<file path="src/design/spm_defines.svh">
// ========================================
// spm shared widths
// address, data and tag widths and the
// scratchpad depth for every block
// ========================================

`ifndef SPM_DEFINES_SVH
`define SPM_DEFINES_SVH

`define SPM_ADDR_W 8    // word address bits
`define SPM_DEPTH  256  // words in the scratchpad, full address range
`define SPM_DATA_W 32   // bits per word
`define SPM_TAG_W  8    // client read tag returned with the data

`endif

</file>
<file path="src/design/spm_pkg.sv">
// ========================================
// spm package
// command union, opcode and the structs
// passed between pipeline stages
// ========================================

`include "spm_defines.svh"

package spm_pkg;

  // one opcode bit at the top of every command word
  typedef enum logic {
    SPM_OP_READ  = 1'b0,
    SPM_OP_WRITE = 1'b1
  } spm_op_e;

  // write view of the command word
  typedef struct packed {
    spm_op_e                op;    // SPM_OP_WRITE
    logic [`SPM_ADDR_W-1:0] addr;  // target word
    logic [`SPM_DATA_W-1:0] data;  // full word, no byte mask
  } spm_cmd_wr_s;

  // read view of the command word
  typedef struct packed {
    spm_op_e                           op;    // SPM_OP_READ
    logic [`SPM_ADDR_W-1:0]            addr;  // source word
    logic [`SPM_TAG_W-1:0]             tag;   // echoed back in the response
    logic [`SPM_DATA_W-`SPM_TAG_W-1:0] rsvd;  // don't care
  } spm_cmd_rd_s;

  // 41-bit command word, op and addr sit at the same bits in both views
  typedef union packed {
    spm_cmd_wr_s wr;
    spm_cmd_rd_s rd;
  } spm_cmd_u;

  // request stage to memory and response stage
  typedef struct packed {
    logic                   v;     // access this cycle
    logic                   w;     // 1 write / 0 read, only meaningful with v
    logic [`SPM_ADDR_W-1:0] addr;
    logic [`SPM_DATA_W-1:0] data;  // write data
    logic [`SPM_TAG_W-1:0]  tag;   // read tag
  } spm_mem_req_s;

  // read response to the client
  typedef struct packed {
    logic [`SPM_TAG_W-1:0]  tag;
    logic [`SPM_DATA_W-1:0] data;
  } spm_resp_s;

endpackage

</file>
<file path="src/design/spm_req_stage.sv">
// ========================================
// spm request stage
// decodes the client command word and
// registers the memory access controls
// ========================================

`timescale 1ns/1ps

module spm_req_stage (
  input  logic                  clk_i,
  input  logic                  rst_i,
  input  logic                  cmd_v_i,    // one command per cycle, no handshake
  input  spm_pkg::spm_cmd_u     cmd_i,
  output spm_pkg::spm_mem_req_s mem_req_o
);

  logic                  is_wr;   // decoded opcode
  spm_pkg::spm_mem_req_s req_q;   // registered request

  // opcode is common to both views, the write view is as good as any
  assign is_wr = (cmd_i.wr.op == spm_pkg::SPM_OP_WRITE);

  // control bits
  always_ff @(posedge clk_i)
  begin
    if (rst_i)
    begin
      req_q.v <= 1'b0;
      req_q.w <= 1'b0;
    end
    else
    begin
      req_q.v <= cmd_v_i;
      req_q.w <= cmd_v_i & is_wr;  // never a write without a strobe
    end
  end

  // payload only moves on an accepted command
  always_ff @(posedge clk_i)
  begin
    if (cmd_v_i)
    begin
      req_q.addr <= cmd_i.wr.addr;   // same bits in the read view
      if (is_wr)
      begin
        req_q.data <= cmd_i.wr.data;   // whole low word is data
      end
      else
      begin
        req_q.tag <= cmd_i.rd.tag;     // rsvd bits dropped here
      end
    end
  end

  // straight out of the register, one cycle after the command
  assign mem_req_o = req_q;

endmodule

</file>
<file path="config.mk">
export PLATFORM = sky130hd
export DESIGN_NAME = spm_req_stage
export DESIGN_NICKNAME = d
export VERILOG_FILES = /design/src/design/spm_pkg.sv /design/src/design/spm_req_stage.sv
export VERILOG_INCLUDE_DIRS = /design/src /design/src/design
export SDC_FILE = /design/constraint.sdc
export NUM_CORES = 1
export LEC_CHECK = 0
export BUFFER_PORTS_ARGS = -buffer_cell sky130_fd_sc_hd__buf_2
export CELL_PAD_IN_SITES_DETAIL_PLACEMENT = 1
export CELL_PAD_IN_SITES_GLOBAL_PLACEMENT = 1
export CORE_MARGIN = 5
export CORE_UTILIZATION = 25
export DETAILED_ROUTE_END_ITERATION = 16
export GPL_TIMING_DRIVEN = 0
export MAX_ROUTING_LAYER = met4
export PLACE_DENSITY_LB_ADDON = 0.1
export SLEW_MARGIN = 10
export SYNTH_ARGS = -nofsm -noshare
export SYNTH_HDL_FRONTEND = slang
export SYNTH_SLANG_ARGS = --single-unit
export TNS_END_PERCENT = 10
</file>
<file path="constraint.sdc">
create_clock -name clk_i -period 2 [get_ports clk_i]
set_input_delay 0 -clock clk_i [delete_from_list [all_inputs] [get_ports clk_i]]
set_output_delay 0 -clock clk_i [all_outputs]
set_load 0.1 [all_outputs]
</file>
==> flow_summary.toml <==
[status]
status = "completed"

[cts]
clock_path_buffers = 2
clock-sinks = 50
cts_buffers = 5
cts_tree = "yes"
htreeDepth = 2
clk_pin_slew_ns = 0.08
cts_resized = 0
postCtsSetupBuffers = 0
cts_root_buffer = "clkbuf_8"

[synth]
synth_top_family_by_area = "simple AND/OR/NAND/NOR gates"
syn_inst = 54
ys_seq_area_frac = 0.979
synth-simple-area-share = 0.0215
syn-num-nets = 98
synth_fa_ha_area_frac = 0
ys_seq_elements = 50
synth_area_per_cell_sq_um = 28.0
synth.distinct_cells = 6
yosysWarningCount = 0
synth_xor_xnor_area_share = 0
synth_area_sq_mm = 0.00151
synthMuxAreaShare = 0
synth_compound_area_frac = 0

[setup_path]
start_kind = "input port"
slowest_stage = "and2_2"
cp.required_ns = 1.92
crit_fanout = 32
cp-end-kind = "register"
max_stage_delay_ns = 0.61
criticalPathCategory = "input port to register"
arrival_ns = 1.27
crit_chain = "dlygate4sd3_1, buf_2, and2_2"

[sta]
setup_tns_ns = 0
setup_viol = 0
min_period_over_period = 0.674
tightestPinTransition_ns = 0.733
max_slew_margin = 0.511
fin_crit_ns = 1.35
timing.fmax_ghz = 0.742
maxSlewViolCount = 0
hold_violations = 0
rsz0062_at_grt = "no"

[final_layout]
final_area_sq_mm = 0.00258
area_growth_pct = 70.7
utilization = 0.436
fillers = 596
nets = 240
diodes = 0
drive_gt1_frac = 0.518
largest_reg_flops = 50

[global_route]
antenna_found_initial = 0
gr-total-overflow = 0
grt_pass1_vias = 1115
grt_max_degree = 33
grt_usage = 0.0929
grt_pass1_wl_microns = 5130

[flow_run]
cap_viol_max_count = 0

[routing]
drt_iter0_drc = 14
routed_wl_microns = 3520
vias_per_cell = 3.81
wl_per_cell_microns = 12.9
ant_nets = 0
drc = 0
vias = 1036
dr.pass1.iters = 2

[floorplan]
start_util = 0.256
die_w_microns = 87.8
die_area_sq_mm = 0.00771
core_sq_mm = 0.00592
die_h_microns = 87.8
pin_count = 94
num_rows = 28

[place]
place.gp.congestion = 0.674
port_buffers = 93
place_area_sq_mm = 0.00207

[worst_hold_path]
hold_path.class = "input port to register"

[power]
power_density_mw_per_mm2 = 971
power_w = 0.00251
peakVddDrop_uv = 343
p_leak_nw = 1.08
worst paths after layout:
check	start	endpoint	slack (ns)	depth (start not counted)
setup / recovery	cmd_i[40]	mem_req_o[18]$_DFFE_PP_	0.65	3
hold / removal	cmd_v_i	mem_req_o[49]$_SDFF_PP0_	0.08	2
layout by cell type, fill, tap and decap left out, drive strengths merged:
cell type,Yosys,routed
clkbuf,0,8
buf,0,93
edfxtp,48,48
and2b,1,1
dlygate4sd3,0,42
dfxtp,2,2
and3b,1,1
nor2b,1,1
and2,1,1
layer usage:
layer	global-route usage	vias up	routed length, microns
met5	-	-	0
met4	0.0335	0	44
met3	0.0348	6	404
met2	0.166	62	1830
met1	0.0916	473	1240
li1	-	495	-
through the flow:
step                cells  worst slack (ns)  hold WS, ns
global placement      222             0.685        0.170
detailed placement    222             0.661        0.171
finish                272             0.652       0.0758
global route          272             0.540       0.0658
floorplan              54              1.09       0.0716
CTS                   272             0.623       0.0623
Yosys cell counts:
| cell | count | area share |
|---|---|---|
| nor2b_1 | 1 | 0.0041 |
| and2b_2 | 1 | 0.0058 |
| and3b_2 | 1 | 0.0066 |
| edfxtp_1 | 48 | 0.95 |
| dfxtp_1 | 2 | 0.026 |
| and2_2 | 1 | 0.0050 |
power breakdown:
group | internal (W) | switching (W)
Combinational | 0.000129 | 0.000570
Sequential | 0.00122 | 0.0000147
Clock | 0.000282 | 0.000287
Total | 0.00164 | 0.000872
kinds of logic after synthesis:
kind of cell     after synthesis
DFF                           50
and+or+nand+nor                4
worst max-delay path, delay by kind of cell:
kind	cells	cell delay, ns
and+or+nand+nor	1	0.61
buffers and inverters	2	0.63
area by class of cell:
cell class	instances	area, sq um	share of cell area
well taps	75	93.8	0.0363
multi-input cells	4	32.5	0.0126
clock buffers	8	90.1	0.0349
repair buffers	135	886	0.343
flip-flops and latches	50	1480	0.573
what timing repair did:
| action | CTS | global route |
|---|---|---|
| endpoints found under the setup margin | 0 | 0 |
| hold endpoints to repair | 50 | 0 |
| hold buffers | 42 | 0 |
(Power assumes the default switching activity.)
