## src/design/spm_defines.svh

```systemverilog
// ========================================
// spm shared widths
// address, data and tag widths and the
// scratchpad depth for every block
// ========================================

`ifndef SPM_DEFINES_SVH
`define SPM_DEFINES_SVH

`define SPM_ADDR_W 8    // word address bits
`define SPM_DEPTH  256  // words in the scratchpad, full address range
`define SPM_DATA_W 32   // bits per word
`define SPM_TAG_W  8    // client read tag returned with the data

`endif

```

## src/design/spm_pkg.sv

```systemverilog
// ========================================
// spm package
// command union, opcode and the structs
// passed between pipeline stages
// ========================================

`include "spm_defines.svh"

package spm_pkg;

  // one opcode bit at the top of every command word
  typedef enum logic {
    SPM_OP_READ  = 1'b0,
    SPM_OP_WRITE = 1'b1
  } spm_op_e;

  // write view of the command word
  typedef struct packed {
    spm_op_e                op;    // SPM_OP_WRITE
    logic [`SPM_ADDR_W-1:0] addr;  // target word
    logic [`SPM_DATA_W-1:0] data;  // full word, no byte mask
  } spm_cmd_wr_s;

  // read view of the command word
  typedef struct packed {
    spm_op_e                           op;    // SPM_OP_READ
    logic [`SPM_ADDR_W-1:0]            addr;  // source word
    logic [`SPM_TAG_W-1:0]             tag;   // echoed back in the response
    logic [`SPM_DATA_W-`SPM_TAG_W-1:0] rsvd;  // don't care
  } spm_cmd_rd_s;

  // 41-bit command word, op and addr sit at the same bits in both views
  typedef union packed {
    spm_cmd_wr_s wr;
    spm_cmd_rd_s rd;
  } spm_cmd_u;

  // request stage to memory and response stage
  typedef struct packed {
    logic                   v;     // access this cycle
    logic                   w;     // 1 write / 0 read, only meaningful with v
    logic [`SPM_ADDR_W-1:0] addr;
    logic [`SPM_DATA_W-1:0] data;  // write data
    logic [`SPM_TAG_W-1:0]  tag;   // read tag
  } spm_mem_req_s;

  // read response to the client
  typedef struct packed {
    logic [`SPM_TAG_W-1:0]  tag;
    logic [`SPM_DATA_W-1:0] data;
  } spm_resp_s;

endpackage

```

## src/design/spm_resp_stage.sv

```systemverilog
// ========================================
// spm response stage
// lines each read tag up with the ram
// data and registers the response
// ========================================

`timescale 1ns/1ps

`include "spm_defines.svh"

module spm_resp_stage (
  input  logic                   clk_i,
  input  logic                   rst_i,
  input  logic                   rd_v_i,     // read issued to the ram this cycle
  input  logic [`SPM_TAG_W-1:0]  tag_i,      // tag of that read
  input  logic [`SPM_DATA_W-1:0] rd_data_i,  // ram output register
  output logic                   resp_v_o,   // single-cycle response strobe
  output spm_pkg::spm_resp_s     resp_o
);

  logic                  rd_v_q;  // read pulse, aligned with rd_data_i
  logic [`SPM_TAG_W-1:0] tag_q;   // tag, aligned with rd_data_i

  // strobes
  always_ff @(posedge clk_i)
  begin
    if (rst_i)
    begin
      rd_v_q   <= 1'b0;
      resp_v_o <= 1'b0;
    end
    else
    begin
      rd_v_q   <= rd_v_i;   // ram needs one cycle for the data
      resp_v_o <= rd_v_q;   // then one more for the response register
    end
  end

  // tag delay matches the ram read register
  always_ff @(posedge clk_i)
  begin
    if (rd_v_i)
    begin
      tag_q <= tag_i;
    end
  end

  // response payload, held between reads
  always_ff @(posedge clk_i)
  begin
    if (rd_v_q)
    begin
      resp_o.tag  <= tag_q;
      resp_o.data <= rd_data_i;   // ram output valid this cycle
    end
  end

endmodule

```

## config.mk

```make
export PLATFORM = sky130hd
export DESIGN_NAME = spm_resp_stage
export DESIGN_NICKNAME = d
export VERILOG_FILES = /design/src/design/spm_pkg.sv /design/src/design/spm_resp_stage.sv
export VERILOG_INCLUDE_DIRS = /design/src /design/src/design
export SDC_FILE = /design/constraint.sdc
export NUM_CORES = 1
export LEC_CHECK = 0
export BUFFER_PORTS_ARGS = -buffer_cell sky130_fd_sc_hd__buf_2
export CORE_ASPECT_RATIO = 0.8
export CORE_MARGIN = 1.5
export CORE_UTILIZATION = 38
export DETAILED_ROUTE_END_ITERATION = 6
export PLACE_DENSITY = 0.73
export SETUP_SLACK_MARGIN = 0.15
export SYNTH_ARGS = -nofsm -noshare
export SYNTH_HDL_FRONTEND = slang
export SYNTH_SLANG_ARGS = --single-unit
```

## constraint.sdc

```tcl
create_clock -name clk_i -period 1.5 [get_ports clk_i]
set_input_delay 0.15 -clock clk_i [delete_from_list [all_inputs] [get_ports clk_i]]
set_output_delay 0.15 -clock clk_i [all_outputs]
set_load 0.05 [all_outputs]
```

==> metrics.cfg <==
[cells_and_area]
insertedDiodeCount = 0
nets = 187
nFillCells = 298
footprint_of_the_multi_input_gates_um2 = 12.5
sequential_cell_area_um2 = 1480
post_route_cells_drive_above_1_share = 0.641
area_growth_pct = 40.9

[cts]
cts-htree-levels = 2
cts.reportedPaths.clkPinSlew_ns = 0.09
insertion_delay_ns = 0.29
cts_tree = done
cts_inserted_buffers = 5
ctsLongestPathBuffers = 2
post_cts_repair_timing_setup_buffer_count = 0
cts.sink_count = 50
ctsHoldBuffers = 0
ctsResizeCount = 0
root_buffer = sky130_fd_sc_hd__clkbuf_8

[run_status]
run_status = completed

[synthesis]
synth_area_leaders = sky130_fd_sc_hd__edfxtp_1 96%, sky130_fd_sc_hd__dfxtp_1 2.7%, sky130_fd_sc_hd__nor2b_1 0.84%
synth.lib_cells_used.distinct = 3
net_count_after_synthesis = 95
yosys.cell_count.top_type = sky130_fd_sc_hd__edfxtp_1
yosys-top-cells-count = 48 x sky130_fd_sc_hd__edfxtp_1, 2 x sky130_fd_sc_hd__dfxtp_1, 2 x sky130_fd_sc_hd__nor2b_1
portion_of_the_post_synthesis_area_used_by_sequential_elements = 0.992
synth.ff_latch_count = 50
synthesis.area_per_instance_um2 = 28.7
synth-main-ff-cell = sky130_fd_sc_hd__edfxtp_1
postSynth.asyncResetShare = 0
synth_top_area_frac = 0.965
synth-edff-count = 48
yosys.area.top_type = sky130_fd_sc_hd__edfxtp_1
yosysWarningCount = 0
synthCells = 52
netlist_area_um2 = 1490

[pwr]
switchingPower_w = 0.000653
irDropWorstVdd_v = 0.000662
p_sw_frac = 0.230
power_density_nw_per_um2 = 1350
seqPwrFrac = 0.574
power.static_leakage_nw = 0.864
design_power_w = 0.00284
combinationalPowerShare = 0.110
pwr-share-clk = 0.316
power_report.internal_total_w = 0.00219

[min_path]
min_path_type = in2reg
beginning_of_the_worst_hold_path = rst_i
hold-path-cell-count = 2
timing.hold.worst_endpoint = rd_v_q$_SDFF_PP0_

[grt]
number_of_global_route_vias_before_repair = 755
globalRouteOverflowTotal = 0
grt_antenna_before_repair = 0
use_met3 = 0.0476
grt_pass1_wl_um = 3390
grt_max_degree = 26
use_met1 = 0.119
track_usage = 0.112
gr-max-usage-layer = met2
use_met2 = 0.196

[die]
die_h_um = 59.1
start_util = 0.395
placeableCoreArea_um2 = 3780
die_width_um = 73.1
dieArea_um2 = 4320
std_cell_rows = 20
boundaryPins = 84

[timing]
grt_setup_unrepaired = no
report.final.slew_viol_count = 0
fmax_mhz = 957
timing.clock.skew_ns = 0.00928
setup_viol = 0
fin_tns_setup_ns = 0
tightest_slew_ns = 0.301
finalWorstPathRequiredPeriod_ns = 1.05
finalHoldViolCount = 0
timing.slew.headroom = 0.799
min_period_over_period = 0.697

[worst_setup_path]
worstRegToRegCells = 1
worst_path_dominant_cell_family = flip-flops
r2r-start = rd_v_q$_SDFF_PP0_
critical_path.max_fanout = 1
crit_path_start_kind = register
worstPathBufferInverterCount = 1
critPathCaptureType = output port
worstPathCellList = buf_2
crit_path_max_incr_delay_ns = 0.38
setup.reg_to_reg.worst_slack_ns = 0.55
arrival_ns = 0.90
cp_data_required_time_ns = 1.35
crit-reg2reg-capture = resp_o[18]$_DFFE_PP_
crit_slowest_cell = sky130_fd_sc_hd__edfxtp_1
path_class = reg2out

[place]
port_buffers = 83
gp_routability_congestion = 0.642

[routing]
drtPass1Iterations = 3
dr.first_iter.drc_count = 54
routed_wire_length_per_instance_um = 12.2
routed-via-count = 813
totalWireLength_um = 2440
ant_nets = 0
drc = 0
vias_per_cell = 4.07

[flow_run]
max_cap_check_violation_count = 0

## per-stage QoR
step                area (um2)  utilization  std cells  worst slack, ns  hold WS (ns)
finish                    2100        0.557        200            0.455        0.0255
global route              2100        0.557        200            0.398       0.00570
CTS                       2100        0.557        200            0.428        0.0151
detailed placement        1990        0.528        192            0.551         0.328
global placement          1990        0.528        192            0.580         0.328
floorplan                 1500            -         52            0.366         0.214
## cells in the final DEF, fill, tap and decap left out, drive strengths merged
cell,Yosys,routed
clkbuf,0,6
bufinv,0,1
dfxtp,2,2
buf,0,85
edfxtp,48,48
nor2b,2,2
clkinvlp,0,1
## flip-flops by register name (all words and copies together) (netlist names)
signal,count
rd_v_q,1
resp_v_o,1
resp_o,40
tag_q,8
## how the worst max path moves through the flow
stage,from,depth (start not counted),endpoint
2_1_floorplan,rd_v_q$_SDFF_PP0_,0,resp_o[0]$_DFFE_PP_
3_3_place_gp,rd_v_q$_SDFF_PP0_,1,resp_o[14]$_DFFE_PP_
3_5_place_dp,rd_v_q$_SDFF_PP0_,1,resp_o[18]$_DFFE_PP_
4_1_cts,resp_o[31]$_DFFE_PP_,1,resp_o[31]
5_1_grt,resp_o[31]$_DFFE_PP_,1,resp_o[31]
6_report,resp_o[31]$_DFFE_PP_,1,resp_o[31]
## power by group through the flow
stage,clock network (W),logic [W],registers [W]
final,0.000897,0.000314,0.00163
after global placement,0,0.000312,0.00166
after CTS,0.000923,0.000318,0.00163
after global routing,0.000988,0.000329,0.00164
after floorplan,0,0.00000160,0.00186
after detailed placement,0,0.000318,0.00166
## final cells by class
type                    count  share of cell area
flip-flops and latches     50               0.705
repair buffers             85               0.205
multi-input cells           2             0.00595
clock inverters             2              0.0178
clock buffers               6              0.0345
well taps                  55              0.0327
## cells by family (layout without fill, tap and decap cells)
family                 count (synthesis)  after routing  share of synthesized area
DFF                                   50             50                      0.992
buffers and inverters                  0             93                          0
and+or+nand+nor                        2              2                    0.00837
## metal layers
| layer | share of wire | wire length [um] |
|---|---|---|
| met4 | 0.0074 | 18 |
| met2 | 0.50 | 1210 |
| met3 | 0.12 | 302 |
| met5 | 0 | 0 |
| met1 | 0.37 | 910 |
No activity file was read; power rests on OpenSTA's default activity.
